**config.mk**
```make
export PLATFORM = sky130hd
export DESIGN_NAME = harness_rsp_mux
export DESIGN_NICKNAME = d
export VERILOG_FILES = /design/src/harness_bus_pkg.sv /design/src/harness_ctrl_pkg.sv /design/src/harness_rsp_mux.sv
export VERILOG_INCLUDE_DIRS = /design/src
export SDC_FILE = /design/constraint.sdc
export NUM_CORES = 1
export LEC_CHECK = 0
export ABC_AREA = 1
export BUFFER_PORTS_ARGS = -buffer_cell sky130_fd_sc_hd__buf_4
export CORE_AREA = 2 2 138 140
export DETAILED_ROUTE_END_ITERATION = 8
export DIE_AREA = 0 0 140 142
export PLACE_DENSITY_LB_ADDON = 0.3
export SYNTH_ARGS = -nofsm -noshare
export SYNTH_HDL_FRONTEND = slang
export SYNTH_SLANG_ARGS = --single-unit
export TNS_END_PERCENT = 1
```
**constraint.sdc**
```tcl
create_clock -name vclk -period 0.9
set_input_delay 0.18 -clock vclk [all_inputs]
set_output_delay 0.18 -clock vclk [all_outputs]
set_load 0.01 [all_outputs]
```
**src/harness_params.svh**
```systemverilog
// --------------------------------------------------------------------------
// Harness parameters for bus widths, bank geometry, the address map
// and the debug request hold-off
// --------------------------------------------------------------------------
`ifndef HARNESS_PARAMS_SVH
`define HARNESS_PARAMS_SVH

// Bus widths
`define ADDR_WIDTH 32
`define DATA_WIDTH 64

// Banked memory, word interleaved
`define NUM_BANKS  4
`define BANK_WORDS 256

// Address map
`define MEM_BASE  32'h8000_0000
`define EXIT_ADDR 32'h0000_1000

// Cycles after power-on reset before debug requests pass
`define DM_DELAY_CYCLES 500

`endif

```
**src/harness_bus_pkg.sv**
```systemverilog
// --------------------------------------------------------------------------
// Bus types of the memory harness, with request and response structs
// --------------------------------------------------------------------------
`include "harness_params.svh"

package harness_bus_pkg;

  typedef logic [`ADDR_WIDTH-1:0]         addr_t;
  typedef logic [`DATA_WIDTH-1:0]         data_t;
  typedef logic [`DATA_WIDTH/8-1:0]       strb_t;
  typedef logic [$clog2(`BANK_WORDS)-1:0] word_idx_t;
  typedef logic [$clog2(`NUM_BANKS)-1:0]  bank_idx_t;

  // Single-cycle request strobe, never stalled
  typedef struct packed {
    logic  req;
    logic  we;
    addr_t addr;
    strb_t be;
    data_t wdata;
  } mem_req_t;

  // Response, valid one cycle after the request
  typedef struct packed {
    logic  valid;
    logic  err;
    data_t rdata;
  } mem_rsp_t;

endpackage

```
**src/harness_ctrl_pkg.sv**
```systemverilog
// --------------------------------------------------------------------------
// Control types of the harness: exit code and debug gate
// --------------------------------------------------------------------------
`include "harness_params.svh"

package harness_ctrl_pkg;

  typedef logic [31:0] exit_code_t;

  // Holds the full hold-off count
  typedef logic [$clog2(`DM_DELAY_CYCLES+1)-1:0] dbg_cnt_t;

  typedef enum logic {
    DBG_HOLD = 1'b0,
    DBG_OPEN = 1'b1
  } dbg_state_e;

endpackage

```
**src/harness_rsp_mux.sv**
```systemverilog
// --------------------------------------------------------------------------
// Response mux: picks bank data, exit value or zero from the tag
// --------------------------------------------------------------------------
`timescale 1ns/100ps
`include "harness_params.svh"

module harness_rsp_mux (
  input  logic                                   tag_valid_i,
  input  harness_bus_pkg::bank_idx_t             tag_bank_i,
  input  logic                                   tag_mem_i,
  input  logic                                   tag_err_i,
  input  harness_ctrl_pkg::exit_code_t           tag_exit_i,
  input  harness_bus_pkg::data_t [`NUM_BANKS-1:0] bank_rdata_i,
  output harness_bus_pkg::mem_rsp_t              rsp_o
);

  import harness_bus_pkg::*;

  data_t rdata;

  always_comb begin : p_sel
    if (tag_mem_i) begin
      rdata = bank_rdata_i[tag_bank_i];
    end else if (tag_err_i) begin
      rdata = '0;
    end else begin
      // Exit read, or zero for an exit write
      rdata = data_t'(tag_exit_i);
    end
  end

  assign rsp_o = '{valid: tag_valid_i, err: tag_err_i, rdata: rdata};

  // Decoder never tags an access as both memory and unmapped
  always_comb begin : p_chk
    if (tag_valid_i) begin
      a_err_mem: assert final (!(tag_err_i && tag_mem_i))
        else $error("response tagged as memory and error");
    end
  end

endmodule

```
==> impl_metrics.ini <==
[status]
status = complete, but fails checks
violations = design-rule violations, negative setup slack

[timing]
timing.final.crit_share_pct = 131
rsz0062_at_grt = true
hold_viol = 0
setup_violations = 64
period_needed_ns = 1.18
slew_viol_final = 0
fin_ws_ns = -0.276
fmax_mhz = 850
maxSlewHeadroom_pct = 88.0
tightestPinTransition_ns = 0.180

[placement]
place_inst = 1272
gp_congestion = 0.887
port_buffers = 357
hpwl_um = 14000
place_area_mm2 = 0.00631

[global_route]
antenna_found_initial = 0
grt_max_degree = 47
grt_usage_pct = 16.7
grt_overflow = 0
grt_pass1_vias = 5284
grt_pass1_wl_um = 27100

[drt]
drtAntennaViolNets = 0
route.vias.total = 5466
wire_per_inst_um = 14.4
firstDrtPassIters = 8
drt-initial-drc-count = 197
routed_wl_um = 18500
vias_per_cell = 4.25
drc = 21

[layout]
clkbuf_count = 0
register_area_um2 = 0
drive_gt1_share_pct = 49.3
final_core_util_pct = 37.9
final_cell_area_mm2 = 0.00699
nFlopsAndLatches = 0
area_delta_synth_final_pct = 138
nNetsFinal = 1348
multiInputGateArea_mm2 = 0.00262
finalNonFillerCells = 1287
num_antenna_cells = 0
fillers = 2066

[critical_path]
cp-start-kind = input pin
path_class = input pin to output pin
end_kind = output pin
critical_path_arrival_ns = 1.00
crit_fanout = 33
cp_data_required_time_ns = 0.72

[pwr]
clock_power_share_pct = 0
net-switching-power_mw = 1.50
leakagePower_nw = 4.10
p_total_mw = 3.42
pwr-share-comb_pct = 100.0
p_per_area_mw_per_mm2 = 489
seq_power_share_pct = 0
max-vdd-ir-drop_uv = 181
intPower_mw = 1.92
swShare_pct = 43.9

[die]
dieArea_mm2 = 0.0199
die-width_um = 140
initial_core_util_pct = 15.9
num_io_pins = 359
num_rows = 50
core_mm2 = 0.0185
die_height_um = 142

[synthesis]
synth_seq_area_share_pct = 0
synth_area_leaders = nand2_1 41%, nand3_1 27%, inv_1 17%
synth.top_cell.area_share_pct = 40.9
synth_nets = 990
synthTopCellsByCount = 320 x nand2_1, 160 x nand3_1, 129 x inv_1
synth_cell_types = 11
netlist_area_mm2 = 0.00293
avgSynthCellArea_um2 = 4.21
synth_top_cell_by_area = nand2_1
yosys.cell_count.top_type = nand2_1
synthCells = 697
ys.warnings.count = 0

[job]
maxCapViolations = 0

[cts]
ctsHoldBuffers = 0

[min_path]
hp-class = input pin to output pin
-- final timing paths --
| path | from | to | slack (ns) | cells after the start |
|---|---|---|---|---|
| worst max-delay path | tag_bank_i[0] | rsp_o[5] | -0.28 | 7 |
| worst min-delay path | tag_valid_i | rsp_o[65] | 0.36 | 0 |
-- final cells by class --
cell class,instances,share of cell area [%]
timing repair buffer,406,50.5
timing repair inverter,3,0.447
tap,234,4.19
multi-input combinational,513,37.5
inverter,131,7.34
-- cell usage in the layout (no fill, tap or decap) --
cell type	instances
a21oi_2	31
a21oi_4	1
buf_12	16
buf_16	8
buf_4	363
buf_6	13
buf_8	3
clkbuf_16	3
inv_1	128
inv_16	1
inv_2	1
inv_6	2
inv_8	2
nand2_1	285
nand2_2	35
nand3_1	121
nand3_2	34
nand3_4	5
nor2_4	1
-- metal layers --
metal	vias to the layer above	part of all wire, %	GRT usage, %
li1	2826	-	-
met1	2389	39	19.9
met2	230	51	32.1
met3	21	7.8	2.76
met4	0	1.8	2.60
met5	-	0	0
-- power by group through the flow --
stage | Combinational (mW) | Clock, mW | Sequential (mW)
5_1_grt | 3.73 | 0 | 0
6_report | 3.42 | 0 | 0
4_1_cts | 3.37 | 0 | 0
3_3_place_gp | 3.06 | 0 | 0
2_1_floorplan | 1.43 | 0 | 0
3_5_place_dp | 3.07 | 0 | 0
-- logic make-up after synthesis --
family,count (synthesis),synth area share (%)
and+or+nand+nor,481,68.4
AOI/OAI and AO/OA,32,5.46
buffers and inverters,184,26.1
-- repair_timing --
| action | 4_1_cts | 5_1_grt |
|---|---|---|
| setup buffers | 4 | 0 |
| gates cloned | 8 | 3 |
| gates resized for setup | 69 | 22 |
| setup endpoints to repair | 64 | 64 |
| hold endpoints to repair | 0 | 0 |
| pin swaps | 40 | 15 |
-- critical path, stage by stage --
cell and delay (ns):
buf_16 0.13, buf_12 0.18, nand2_1 0.07, nand3_1 0.10, nand3_2 0.12, nand2_1 0.08
buf_4 0.11
-- through the flow --
stage / setup WS [ns] / TNS [ns] / hold WS, ns
after floorplan: -0.0343 / -1.70 / 0.452
after global placement: -0.402 / -22.68 / 0.360
after detailed placement: -0.417 / -23.61 / 0.360
after CTS: -0.280 / -16.58 / 0.360
after global routing: -0.337 / -18.58 / 0.360
final: -0.276 / -15.41 / 0.360
Power figures use the tool's default switching activity.
