### src/harness_params.svh
// --------------------------------------------------------------------------
// Harness parameters for bus widths, bank geometry, the address map
// and the debug request hold-off
// --------------------------------------------------------------------------
`ifndef HARNESS_PARAMS_SVH
`define HARNESS_PARAMS_SVH

// Bus widths
`define ADDR_WIDTH 32
`define DATA_WIDTH 64

// Banked memory, word interleaved
`define NUM_BANKS  4
`define BANK_WORDS 256

// Address map
`define MEM_BASE  32'h8000_0000
`define EXIT_ADDR 32'h0000_1000

// Cycles after power-on reset before debug requests pass
`define DM_DELAY_CYCLES 500

`endif

### src/harness_ctrl_pkg.sv
// --------------------------------------------------------------------------
// Control types of the harness: exit code and debug gate
// --------------------------------------------------------------------------
`include "harness_params.svh"

package harness_ctrl_pkg;

  typedef logic [31:0] exit_code_t;

  // Holds the full hold-off count
  typedef logic [$clog2(`DM_DELAY_CYCLES+1)-1:0] dbg_cnt_t;

  typedef enum logic {
    DBG_HOLD = 1'b0,
    DBG_OPEN = 1'b1
  } dbg_state_e;

endpackage

### src/harness_debug_gate.sv
// --------------------------------------------------------------------------
// Debug request gate: hold-off after power-on reset, then enable gating
// --------------------------------------------------------------------------
`timescale 1ns/100ps
`include "harness_params.svh"

module harness_debug_gate (
  input  logic clk_i,
  input  logic rst_ni,
  input  logic debug_enable_i,
  input  logic debug_req_i,
  output logic debug_req_o
);

  import harness_ctrl_pkg::*;

  dbg_state_e state_d;
  dbg_state_e state_q;
  dbg_cnt_t   cnt_d;
  dbg_cnt_t   cnt_q;

  always_comb begin : p_next
    state_d = state_q;
    cnt_d   = cnt_q;
    case (state_q)
      DBG_HOLD: begin
        cnt_d = cnt_q - 1'b1;
        // Last hold cycle
        if (cnt_q == dbg_cnt_t'(1)) begin
          state_d = DBG_OPEN;
        end
      end
      DBG_OPEN: begin
        cnt_d = '0;
      end
      default: begin
        state_d = DBG_HOLD;
      end
    endcase
  end

  always_ff @(posedge clk_i or negedge rst_ni) begin : p_state
    if (!rst_ni) begin
      state_q <= DBG_HOLD;
      cnt_q   <= dbg_cnt_t'(`DM_DELAY_CYCLES);
    end else begin
      state_q <= state_d;
      cnt_q   <= cnt_d;
    end
  end

  assign debug_req_o = (state_q == DBG_OPEN) & debug_enable_i & debug_req_i;

  a_hold_quiet: assert property (
    @(posedge clk_i) disable iff (!rst_ni) (state_q == DBG_HOLD) |-> !debug_req_o
  ) else $error("debug request passed during hold-off");

endmodule

### config.mk
export PLATFORM = sky130hd
export DESIGN_NAME = harness_debug_gate
export DESIGN_NICKNAME = d
export VERILOG_FILES = /design/src/harness_ctrl_pkg.sv /design/src/harness_debug_gate.sv
export VERILOG_INCLUDE_DIRS = /design/src
export SDC_FILE = /design/constraint.sdc
export NUM_CORES = 1
export LEC_CHECK = 0
export BUFFER_PORTS_ARGS = -buffer_cell sky130_fd_sc_hd__clkbuf_2
export CELL_PAD_IN_SITES_DETAIL_PLACEMENT = 0
export CELL_PAD_IN_SITES_GLOBAL_PLACEMENT = 1
export CORE_AREA = 4 4 41 43
export DETAILED_ROUTE_END_ITERATION = 16
export DIE_AREA = 0 0 45 47
export PLACE_DENSITY = 0.74
export REMOVE_ABC_BUFFERS = 1
export SLEW_MARGIN = 40
export SYNTH_ARGS = -nofsm -noshare
export SYNTH_HDL_FRONTEND = slang
export SYNTH_SLANG_ARGS = --single-unit
### constraint.sdc
create_clock -name clk_i -period 2.07 [get_ports clk_i]
set_clock_uncertainty 0.1 [all_clocks]
set_input_delay 0.1035 -clock clk_i [delete_from_list [all_inputs] [get_ports clk_i]]
set_output_delay 0.1035 -clock clk_i [all_outputs]
set_load 0.03 [all_outputs]
==> summary.md <==
| Metric | Value |
|---|---|
| Status | finished clean |
| GP Congestion | roughly 0.71 |
| Switching share of power | 0.199 |
| # IOs | 5 |
| Worst stage delay on the critical path | 0.56 ns |
| Register area share after synthesis | 0.528 |
| Drt wl/cell | about 14 um |
| Final setup viols | 0 |
| Critical path startpoint category | register |
| Overall Global Routing Usage | 0.116 |
| Num CTS Buffers | 3 |
| Vias post-DR | ~360 |
| Yosys warns | 0 |
| RSZ-0062 raised after global routing | no |
| Tmin final | about 1.8 ns |
| Share of power burned in registers | 0.513 |
| DRT iter0 DRCs | 6 |
| H-tree depth | 1 |
| Area of the die | about 2100 um^2 |
| CP Max Fanout | 6 |
| # diodes | 0 |
| Clock sink count | 10 |
| Clock buffer depth | 2 |
| Root Driver | clkbuf_4 |
| WP data required | 2.16 ns |
| Antenna viol nets, final | 0 |
| Post-DP HPWL | 695 um |
| Slew @ Worst Pin | approximately 0.38 ns |
| Vias/cell | 5.26 |
| Drt pass-1 iters | 4 |
| Skew-Pair Late Insertion Delay | between 0.2 and 0.3 ns |
| WHS | 0.131 ns |
| Clk slew on worst S/H paths | 0.07 ns |
| Initial antenna violation count | 0 |
| Resized cells post-CTS | 0 |
| CP endpoint kind | register |
| Pleak | 0.229 nW |
| CTS tree | done |
| Share of Yosys cell area claimed by the top area cell type | 0.323 |
| Residual DRC count | 0 |
| Syn_area_per_cell | ~11 um^2 |
| Seq cells post-synth | 10 |
| CP arrival | approximately 1.9 ns |
| Die Span Y | between 40 and 50 um |
| Drt total wl | approximately 980 um |
| Setup TNS | 0 ns |
| Max-slew headroom | 0.747 |
| Int Pwr | a little over 0.3 mW |
| R2R depth | 3 |
| Std cell rows | 13 |
| Postcts setup bufs | 0 |
| Post-synth cell types | 21 |
| Largest net degree at the start of global routing | 13 |
| Final net count | between 60 and 70 |
| Die Span X | roughly 45 um |
| Fin. max-slew vios | 0 |
| Peak VDD IR | 0.000342 V |
| Cell taking the most area after synthesis | dfstp_2 |
| PortBufs | 4 |
| Synth area leaders | dfstp_2 32%, dfrtp_1 21%, nor2_1 5.4%, xnor2_1 5.4%, ha_1 5.1% |
| Critical-path top delay cell | or4_4 |
| First-pass GRT wire length | about 1.7 mm |
| Synthesized cell area | roughly 490 um^2 |
| Hold-fix buffers, CTS | 1 |
| Cells after synthesis | 46 |
| Max-cap violations | 0 |
| Clock power share | 0.467 |
| Power per cell area | between 600 and 700 nW/um^2 |
| Overflow after GRT | 0 |
| Final worst-path cycle share | 0.863 |
| CP cell instances | or4_4 -> or4_1 -> a21oi_1 |
| FMAX | 560 MHz |
| Area Overhead vs Synth | 16.7% |
| Initial cell density of the core | 0.375 |
| Vias in the first global route | around 380 |
| Switching pwr | approximately 0.076 mW |
| Hold Crit Class | in -> async |
| Final hold violation count | 0 |
| Setup CP Type | reg -> reg |
| Ratio of cells with drive above 1 in the final layout | 0.333 |
| Logic gate share of total power | 0.019 |
| Core ar. | roughly 1300 um^2 |
| Filler cell count | roughly 140 |
-- per-layer routing --
metal  up-vias  track usage  share of wire
met4         0       0.0526         0.0051
met3         2       0.0230          0.022
met5         -            0              0
met2         2        0.181           0.48
li1        182            -              -
met1       177        0.154           0.49
-- synthesized netlist by cell type --
cell type	count
nor4_1	1
nor3b_1	1
nand2b_1	2
o41ai_1	1
or4_1	1
ha_1	2
a31o_2	2
and3_1	1
inv_1	3
o31ai_1	1
nor2_1	7
nor3_1	2
or3_2	1
dfrtp_1	4
dfstp_2	6
or4b_1	1
a21oi_1	4
o21ai_0	1
clkbuf_1	1
or4_4	1
xnor2_1	3
-- registers in the layout (all words and copies together), names as in the netlist --
name     flops
cnt_q        9
state_q      1
-- power by group through the flow --
| stage | Combinational (mW) | Clock (mW) | Sequential [mW] |
|---|---|---|---|
| 6_report | 0.00739 | 0.178 | 0.196 |
| 4_1_cts | 0.00796 | 0.182 | 0.196 |
| 3_5_place_dp | 0.00649 | 0 | 0.199 |
| 5_1_grt | 0.00848 | 0.187 | 0.196 |
| 3_3_place_gp | 0.00630 | 0 | 0.199 |
| 2_1_floorplan | 0.00000807 | 0 | 0.199 |
-- cells by family (layout without fill, tap and decap cells) --
| logic type | count (synthesis) | count (layout) | share of synthesized area |
|---|---|---|---|
| compound gates | 9 | 9 | 0.121 |
| flops | 10 | 10 | 0.528 |
| simple gates | 18 | 18 | 0.215 |
| xor+xnor | 3 | 3 | 0.0539 |
| buf+inv | 4 | 12 | 0.0308 |
| fa+ha+maj | 2 | 2 | 0.0513 |
-- critical path: cells and delay by family (launching register included) --
kind             cells  cell delay (ns)
AND/OR/NAND/NOR      2             1.04
flip-flops           1             0.42
AO/OA/AOI/OAI        1             0.16
-- metrics by stage --
| step | setup slack (ns) | cells | power, mW | utilization | instance area (um^2) |
|---|---|---|---|---|---|
| after floorplan | 0.366 | 45 | 0.199 | - | 484 |
| after global placement | 0.317 | 64 | 0.205 | 0.402 | 523 |
| after detailed placement | 0.288 | 64 | 0.206 | 0.402 | 523 |
| after CTS | 0.272 | 69 | 0.386 | 0.438 | 569 |
| after global routing | 0.201 | 69 | 0.391 | 0.438 | 569 |
| final | 0.284 | 69 | 0.382 | 0.438 | 569 |
-- path summary, 6_finish.rpt --
path,slack (ns),start,endpoint
worst min-delay path,0.13,rst_ni,state_q$_DFF_PN0_
worst min register to register,0.41,cnt_q[7]$_DFF_PN1_,cnt_q[7]$_DFF_PN1_
worst max register to register,0.28,cnt_q[3]$_DFF_PN0_,cnt_q[8]$_DFF_PN1_
worst max-delay path,0.28,cnt_q[3]$_DFF_PN0_,cnt_q[8]$_DFF_PN1_
min in group clk_i,0.41,cnt_q[7]$_DFF_PN1_,cnt_q[7]$_DFF_PN1_
max in group asynchronous,1.47,rst_ni,cnt_q[2]$_DFF_PN1_
-- layout by cell type (no fill, tap or decap) --
cell / count
a21oi_1: 4
a31o_2: 2
and3_1: 1
clkbuf_2: 4
clkbuf_4: 3
clkbuf_8: 1
dfrtp_1: 4
dfstp_2: 6
dlygate4sd3_1: 1
ha_1: 2
inv_1: 3
nand2b_1: 2
nor2_1: 7
nor3_1: 2
nor3b_1: 1
nor4_1: 1
o21ai_0: 1
o31ai_1: 1
o41ai_1: 1
or3_2: 1
or4_1: 1
or4_4: 1
or4b_1: 1
xnor2_1: 3
-- area by class of cell --
cell class,instances,area (um^2),area share
Clock buffer,4,36.3,0.0637
Inverter,3,11.3,0.0198
Multi-Input combinational cell,32,215,0.378
Sequential cell,10,258,0.453
Tap cell,15,18.8,0.0330
Timing Repair Buffer,5,30.0,0.0527
No activity file was read; power rests on OpenSTA's default activity.
