===== src/harness_params.svh =====
// --------------------------------------------------------------------------
// Harness parameters for bus widths, bank geometry, the address map
// and the debug request hold-off
// --------------------------------------------------------------------------
`ifndef HARNESS_PARAMS_SVH
`define HARNESS_PARAMS_SVH

// Bus widths
`define ADDR_WIDTH 32
`define DATA_WIDTH 64

// Banked memory, word interleaved
`define NUM_BANKS  4
`define BANK_WORDS 256

// Address map
`define MEM_BASE  32'h8000_0000
`define EXIT_ADDR 32'h0000_1000

// Cycles after power-on reset before debug requests pass
`define DM_DELAY_CYCLES 500

`endif


===== src/harness_bus_pkg.sv =====
// --------------------------------------------------------------------------
// Bus types of the memory harness, with request and response structs
// --------------------------------------------------------------------------
`include "harness_params.svh"

package harness_bus_pkg;

  typedef logic [`ADDR_WIDTH-1:0]         addr_t;
  typedef logic [`DATA_WIDTH-1:0]         data_t;
  typedef logic [`DATA_WIDTH/8-1:0]       strb_t;
  typedef logic [$clog2(`BANK_WORDS)-1:0] word_idx_t;
  typedef logic [$clog2(`NUM_BANKS)-1:0]  bank_idx_t;

  // Single-cycle request strobe, never stalled
  typedef struct packed {
    logic  req;
    logic  we;
    addr_t addr;
    strb_t be;
    data_t wdata;
  } mem_req_t;

  // Response, valid one cycle after the request
  typedef struct packed {
    logic  valid;
    logic  err;
    data_t rdata;
  } mem_rsp_t;

endpackage


===== src/harness_ctrl_pkg.sv =====
// --------------------------------------------------------------------------
// Control types of the harness: exit code and debug gate
// --------------------------------------------------------------------------
`include "harness_params.svh"

package harness_ctrl_pkg;

  typedef logic [31:0] exit_code_t;

  // Holds the full hold-off count
  typedef logic [$clog2(`DM_DELAY_CYCLES+1)-1:0] dbg_cnt_t;

  typedef enum logic {
    DBG_HOLD = 1'b0,
    DBG_OPEN = 1'b1
  } dbg_state_e;

endpackage


===== src/harness_bus_decode.sv =====
// --------------------------------------------------------------------------
// Address decoder: bank strobes, unmapped detection, exit-code register
// and the response tag for the following cycle
// --------------------------------------------------------------------------
`timescale 1ns/100ps
`include "harness_params.svh"

module harness_bus_decode (
  input  logic                         clk_i,
  input  logic                         rst_ni,
  input  harness_bus_pkg::mem_req_t    req_i,
  output logic [`NUM_BANKS-1:0]        bank_req_o,
  output logic                         bank_we_o,
  output harness_bus_pkg::strb_t       bank_be_o,
  output harness_bus_pkg::data_t       bank_wdata_o,
  output harness_bus_pkg::word_idx_t   bank_word_o,
  output logic                         tag_valid_o,
  output harness_bus_pkg::bank_idx_t   tag_bank_o,
  output logic                         tag_mem_o,
  output logic                         tag_err_o,
  output harness_ctrl_pkg::exit_code_t tag_exit_o,
  output harness_ctrl_pkg::exit_code_t exit_o
);

  import harness_bus_pkg::*;
  import harness_ctrl_pkg::*;

  localparam int unsigned ByteBits = $clog2(`DATA_WIDTH / 8);
  localparam int unsigned BankBits = $bits(bank_idx_t);
  localparam int unsigned WordBits = $bits(word_idx_t);
  localparam addr_t       MemEnd   = `MEM_BASE + `NUM_BANKS * `BANK_WORDS * (`DATA_WIDTH / 8);

  typedef struct packed {
    logic       valid;
    bank_idx_t  bank;
    logic       mem;
    logic       err;
    exit_code_t exit_val;
  } tag_t;

  addr_t      mem_ofs;
  addr_t      word_addr;
  bank_idx_t  bank_sel;
  logic       in_mem;
  logic       is_exit;
  logic       req_ok;
  exit_code_t exit_q;
  tag_t       tag_d;
  tag_t       tag_q;

  // --------------------------------------------------------------------------
  // Address map
  // --------------------------------------------------------------------------
  assign in_mem    = (req_i.addr >= `MEM_BASE) && (req_i.addr < MemEnd);
  assign is_exit   = (req_i.addr == `EXIT_ADDR);
  assign mem_ofs   = req_i.addr - `MEM_BASE;
  assign word_addr = mem_ofs >> ByteBits;
  // Consecutive words rotate over the banks
  assign bank_sel  = word_addr[BankBits-1:0];

  // No bank access while the bus side is held in reset
  assign req_ok = req_i.req & rst_ni;

  always_comb begin : p_strobe
    bank_req_o           = '0;
    bank_req_o[bank_sel] = req_ok & in_mem;
  end

  assign bank_we_o    = req_i.we;
  assign bank_be_o    = req_i.be;
  assign bank_wdata_o = req_i.wdata;
  assign bank_word_o  = word_addr[BankBits +: WordBits];

  // --------------------------------------------------------------------------
  // Exit register and response tag
  // --------------------------------------------------------------------------
  always_ff @(posedge clk_i or negedge rst_ni) begin : p_exit
    if (!rst_ni) begin
      exit_q <= '0;
    end else if (req_i.req && req_i.we && is_exit) begin
      exit_q <= req_i.wdata[$bits(exit_code_t)-1:0];
    end
  end

  always_comb begin : p_tag_d
    tag_d.valid    = req_i.req;
    tag_d.bank     = bank_sel;
    tag_d.mem      = req_i.req & in_mem;
    tag_d.err      = req_i.req & ~in_mem & ~is_exit;
    // Exit value only goes back on a read
    tag_d.exit_val = (req_i.req && !req_i.we && is_exit) ? exit_q : '0;
  end

  always_ff @(posedge clk_i or negedge rst_ni) begin : p_tag
    if (!rst_ni) begin
      tag_q <= '0;
    end else begin
      tag_q <= tag_d;
    end
  end

  assign tag_valid_o = tag_q.valid;
  assign tag_bank_o  = tag_q.bank;
  assign tag_mem_o   = tag_q.mem;
  assign tag_err_o   = tag_q.err;
  assign tag_exit_o  = tag_q.exit_val;
  assign exit_o      = exit_q;

  a_one_bank: assert property (
    @(posedge clk_i) disable iff (!rst_ni) $onehot0(bank_req_o)
  ) else $error("more than one bank strobe high");

endmodule


===== config.mk =====
export PLATFORM = sky130hd
export DESIGN_NAME = harness_bus_decode
export DESIGN_NICKNAME = d
export VERILOG_FILES = /design/src/harness_bus_pkg.sv /design/src/harness_ctrl_pkg.sv /design/src/harness_bus_decode.sv
export VERILOG_INCLUDE_DIRS = /design/src
export SDC_FILE = /design/constraint.sdc
export NUM_CORES = 1
export LEC_CHECK = 0
export ABC_AREA = 1
export BUFFER_PORTS_ARGS = -buffer_cell sky130_fd_sc_hd__buf_2
export CAP_MARGIN = 15
export CORE_AREA = 2 2 103 105
export DETAILED_ROUTE_END_ITERATION = 10
export DIE_AREA = 0 0 105 107
export PLACE_DENSITY = 0.7
export SYNTH_ARGS = -nofsm -noshare
export SYNTH_HDL_FRONTEND = slang
export SYNTH_SLANG_ARGS = --single-unit
export TNS_END_PERCENT = 20

===== constraint.sdc =====
create_clock -name clk_i -period 1.4 [get_ports clk_i]
set_input_delay 0.21 -clock clk_i [delete_from_list [all_inputs] [get_ports clk_i]]
set_output_delay 0.21 -clock clk_i [all_outputs]
set_load 0.05 [all_outputs]

==> impl_table.tex <==
\begin{tabular}{lr}
\hline
Metric & Value \\
\hline
\multicolumn{2}{l}{\textbf{Routing}} \\
\quad Wire length after detailed routing & around 9600 um \\
\quad DR DRC count & 0 \\
\quad Vias per inst & 4.291 \\
\quad Routed via count & between 2,000 and 3,000 \\
\quad Number of iterations in the first detailed-routing pass & 4 \\
\quad WL/cell & between 10 and 15 um \\
\quad Detailed router's first-iteration violation count & about 90 \\
\quad Count of nets left with antenna violations after detail routing & 0 \\
\multicolumn{2}{l}{\textbf{Power and ir drop}} \\
\quad Peak supply drop & about 0.60 mV \\
\quad Total power after layout & $\sim$4400 uW \\
\quad Static Leak & $\sim$0.0025 uW \\
\quad Power density of the placed cells & approximately 970 mW/mm\^{}2 \\
\multicolumn{2}{l}{\textbf{Finish}} \\
\quad Antenna diode instance count & 0 \\
\quad Post-layout net count & a little over 600 \\
\quad Share of layout cells above drive strength 1 & 52.92\% \\
\quad Area added between synthesis and finish & 37.01\% \\
\quad Cell area after layout & about 0.0045 mm\^{}2 \\
\multicolumn{2}{l}{\textbf{Timing}} \\
\quad Actual transition at the worst max-transition pin & between 300 and 400 ps \\
\quad Number of hold violations in the final report & 0 \\
\quad Number of setup violations in the final report & 4 \\
\quad Minimum hold slack & about 33 ps \\
\quad Portion of the clock cycle consumed by the worst path in the final layout & 105.8\% \\
\quad Timing-limited maximum frequency & 674.9 MHz \\
\quad Setup clock skew after layout & around 11 ps \\
\quad Max Slew Vio Count & 0 \\
\quad Fin crit period & approximately 1500 ps \\
\quad Final worst setup slack & -81.60 ps \\
\quad Setup TNS & -292.0 ps \\
\quad Worst slew slack as a fraction of its limit & between 70\% and 80\% \\
\quad Setup repair after global routing missed its margin & true \\
\multicolumn{2}{l}{\textbf{Clock tree}} \\
\quad TritonCTS Buffers & 9 \\
\quad Number of levels in the clock H-tree & 3 \\
\quad Clock tree from TritonCTS & built \\
\quad Number of sinks on the clock net & $\sim$70 \\
\quad CTS root buf & sky130\_fd\_sc\_hd\_\_clkbuf\_8 \\
\quad Clk Latency, worst-skew pair & about 330 ps \\
\quad Reg clk slew, reported paths & approximately 80 ps \\
\quad Maximum buffer depth of the clock tree & 2 \\
\multicolumn{2}{l}{\textbf{Critical path}} \\
\quad Register-to-register path setup slack & about 730 ps \\
\quad CP Capture Type & output port \\
\quad Crit path max fanout & 2 \\
\quad Startpoint of the lowest-slack register-to-register path & exit\_o[24] \\
\quad Critical Path AT & about 1300 ps \\
\quad Required time of the critical path & $\sim$1200 ps \\
\quad Kind of launch point of the worst setup path & input port \\
\quad Category of the critical setup timing path & in -> out \\
\quad Depth of the worst register-to-register path & 2 \\
\quad R2r endpoint & exit\_o[24] \\
\multicolumn{2}{l}{\textbf{GRT}} \\
\quad Global-route congestion overflow total & 0 \\
\quad Global-route wire length before repair & roughly 13,000 um \\
\quad Via count of the first global-routing pass & approximately 2,600 \\
\quad Aggregate global-route resource usage & roughly 15\% \\
\quad Number of antenna violations at the first check in global routing & 0 \\
\quad Maximum number of pins on one net before global-route repair & 70 \\
\multicolumn{2}{l}{\textbf{Yosys}} \\
\quad Most instantiated library cell after synthesis & sky130\_fd\_sc\_hd\_\_buf\_4 \\
\quad Share of the yosys chip area belonging to registers & a little over half \\
\quad Biggest area contributors in the synthesized netlist & sky130\_fd\_sc\_hd\_\_dfrtp\_1, sky130\_fd\_sc\_hd\_\_buf\_4, sky130\_fd\_sc\_hd\_\_nand2\_1 \\
\quad Multiplexer share of the synthesized area & 0\% \\
\quad Dominant combinational cell family by area after synthesis & buffers and inverters \\
\quad Top post-synthesis cells by count & sky130\_fd\_sc\_hd\_\_buf\_4, sky130\_fd\_sc\_hd\_\_nand2\_1, sky130\_fd\_sc\_hd\_\_dfrtp\_1 \\
\quad Cell type with the highest aggregate area in the netlist & sky130\_fd\_sc\_hd\_\_dfrtp\_1 \\
\quad Post-Synthesis Mean Instance Area & $\sim$8.6 um\^{}2 \\
\quad Post-synth design cell area & $\sim$0.0033 mm\^{}2 \\
\quad Number of synthesis warnings & 0 \\
\quad Dominant synthesized flop cell & sky130\_fd\_sc\_hd\_\_dfrtp\_1 \\
\quad Area share of the largest cell type after synthesis & around 52\% \\
\quad Synth Area in Simple Gates & between 20\% and 30\% \\
\quad Area share of xor/xnor cells in the synthesized design & 0\% \\
\quad Synth Area in Compound Gates & 0\% \\
\quad Synthesized netlist net count & roughly 490 \\
\quad Share of async-settable or async-resettable flops after synthesis & 100.0\% \\
\quad EDFF count, synth & 0 \\
\quad Count of cell types in the netlist & 14 \\
\quad Synthesis-stage register bit count & roughly 70 \\
\quad Syn Inst Count & around 380 \\
\quad Adder and majority cell fraction of the synthesized area & 0\% \\
\multicolumn{2}{l}{\textbf{Floorplan}} \\
\quad Core region area & 0.01009 mm\^{}2 \\
\quad Floorplan die width & between 100 and 150 um \\
\quad Starting Density & $\sim$33\% \\
\quad Chip height & between 100 and 150 um \\
\quad Ports placed on the boundary & $\sim$260 \\
\quad Die area & 0.01124 mm\^{}2 \\
\quad Number of cell rows & 37 \\
\multicolumn{2}{l}{\textbf{Placement}} \\
\quad Placed instance area & about 0.0038 mm\^{}2 \\
\quad Port Buffers & 181 \\
\quad Total half-perimeter wirelength after legalization and detailed placement & slightly below 7000 um \\
\quad Pre-CTS setup slack & -301.8 ps \\
\quad Weighted congestion at the end of routability-driven global placement & 0.7971 \\
\multicolumn{2}{l}{\textbf{Min path}} \\
\quad Origin of the worst min-delay path & req\_i[105] \\
\quad Hold/Removal Path Class & in -> reg \\
\quad Worst hold path stage count & 1 \\
\quad Hold worst-path end & tag\_valid\_o \\
\multicolumn{2}{l}{\textbf{Run status}} \\
\quad Violated checks & setup timing \\
\quad Outcome & finished with violations \\
\multicolumn{2}{l}{\textbf{Run}} \\
\quad Max-Cap Viols & 0 \\
\hline
\end{tabular}
## final cells by class
class                   count  area, um^2
fillers                  1008        5558
well taps                 136       170.2
flip-flops and latches     69        1727
clock buffers              11       141.4
inverters                  38       142.6
multi-input cells         183       959.7
repair buffers            208        1310
clock inverters             5       83.83
## repair_timing
| item | in CTS | in global routing |
|---|---|---|
| cloned | 0 | 4 |
| hold buffers | 1 | 0 |
| pin swaps | 16 | 19 |
| endpoints found under the setup margin | 4 | 37 |
| buffers inserted | 16 | 0 |
| gates resized for setup | 30 | 49 |
| endpoints found under the hold margin | 69 | 0 |
## cells by family (layout without fill, tap and decap cells)
kind of cell           after synthesis  count (layout)
and+or+nand+nor                    183             183
buffers and inverters              131             262
DFF                                 69              69
## layout by cell type, fill, tap and decap left out, types with 3 or more instances in the layout
cell	count
sky130_fd_sc_hd__dfrtp_1	69
sky130_fd_sc_hd__clkbuf_16	3
sky130_fd_sc_hd__nor2_1	45
sky130_fd_sc_hd__buf_12	4
sky130_fd_sc_hd__nor2_2	8
sky130_fd_sc_hd__nand3_1	33
sky130_fd_sc_hd__nand2_1	53
sky130_fd_sc_hd__buf_4	16
sky130_fd_sc_hd__inv_1	38
sky130_fd_sc_hd__nand2_2	24
sky130_fd_sc_hd__nand2_4	5
sky130_fd_sc_hd__clkbuf_8	10
sky130_fd_sc_hd__buf_6	15
sky130_fd_sc_hd__buf_2	168
sky130_fd_sc_hd__nor2_4	9
## per-stage QoR
stage / util [%] / std cells
2_1_floorplan: - / 383
3_3_place_gp: 37.97 / 617
3_5_place_dp: 37.97 / 617
4_1_cts: 42.59 / 650
5_1_grt: 44.93 / 650
6_report: 44.93 / 650
## metal layers
| metal | part of all wire [%] | wire length [um] | vias to the layer above | track usage (%) |
|---|---|---|---|---|
| met5 | 0 | 0 | - | 0 |
| met4 | 1.7 | 159 | 0 | 4.667 |
| met3 | 6.6 | 634 | 26 | 4.924 |
| met2 | 55 | 5305 | 123 | 28.62 |
| met1 | 36 | 3470 | 1315 | 16.61 |
| li1 | - | - | 1325 | - |
## flip-flops by register name, summed over array words and instances (netlist names)
register,cells
tag_err_o,1
tag_valid_o,1
tag_bank_o,2
tag_mem_o,1
tag_exit_o,32
exit_o,32
## where the power goes
group          switching (uW)  total, uW  leakage [uW]  internal, uW
clock network             744       1800      0.000106          1060
registers                1.61       2000      0.000955          2000
logic                     414        578       0.00145           163
## critical path, cell delays in order
cell and delay [ps]:
sky130_fd_sc_hd__buf_2 120, sky130_fd_sc_hd__nor2_4 80, sky130_fd_sc_hd__nand2_2 90, sky130_fd_sc_hd__nor2_4 100
sky130_fd_sc_hd__nand2_2 70, sky130_fd_sc_hd__nor3_2 150, sky130_fd_sc_hd__nand2_1 140, sky130_fd_sc_hd__nor2_2 140
sky130_fd_sc_hd__buf_6 170
## worst max path at each step
stage / from / endpoint
6_report: req_i[99] / bank_req_o[1]
5_1_grt: req_i[93] / bank_req_o[0]
4_1_cts: req_i[90] / bank_req_o[0]
3_5_place_dp: req_i[100] / bank_req_o[3]
3_3_place_gp: req_i[100] / bank_req_o[3]
2_1_floorplan: req_i[100] / bank_req_o[1]
Power figures use the tool's default switching activity.
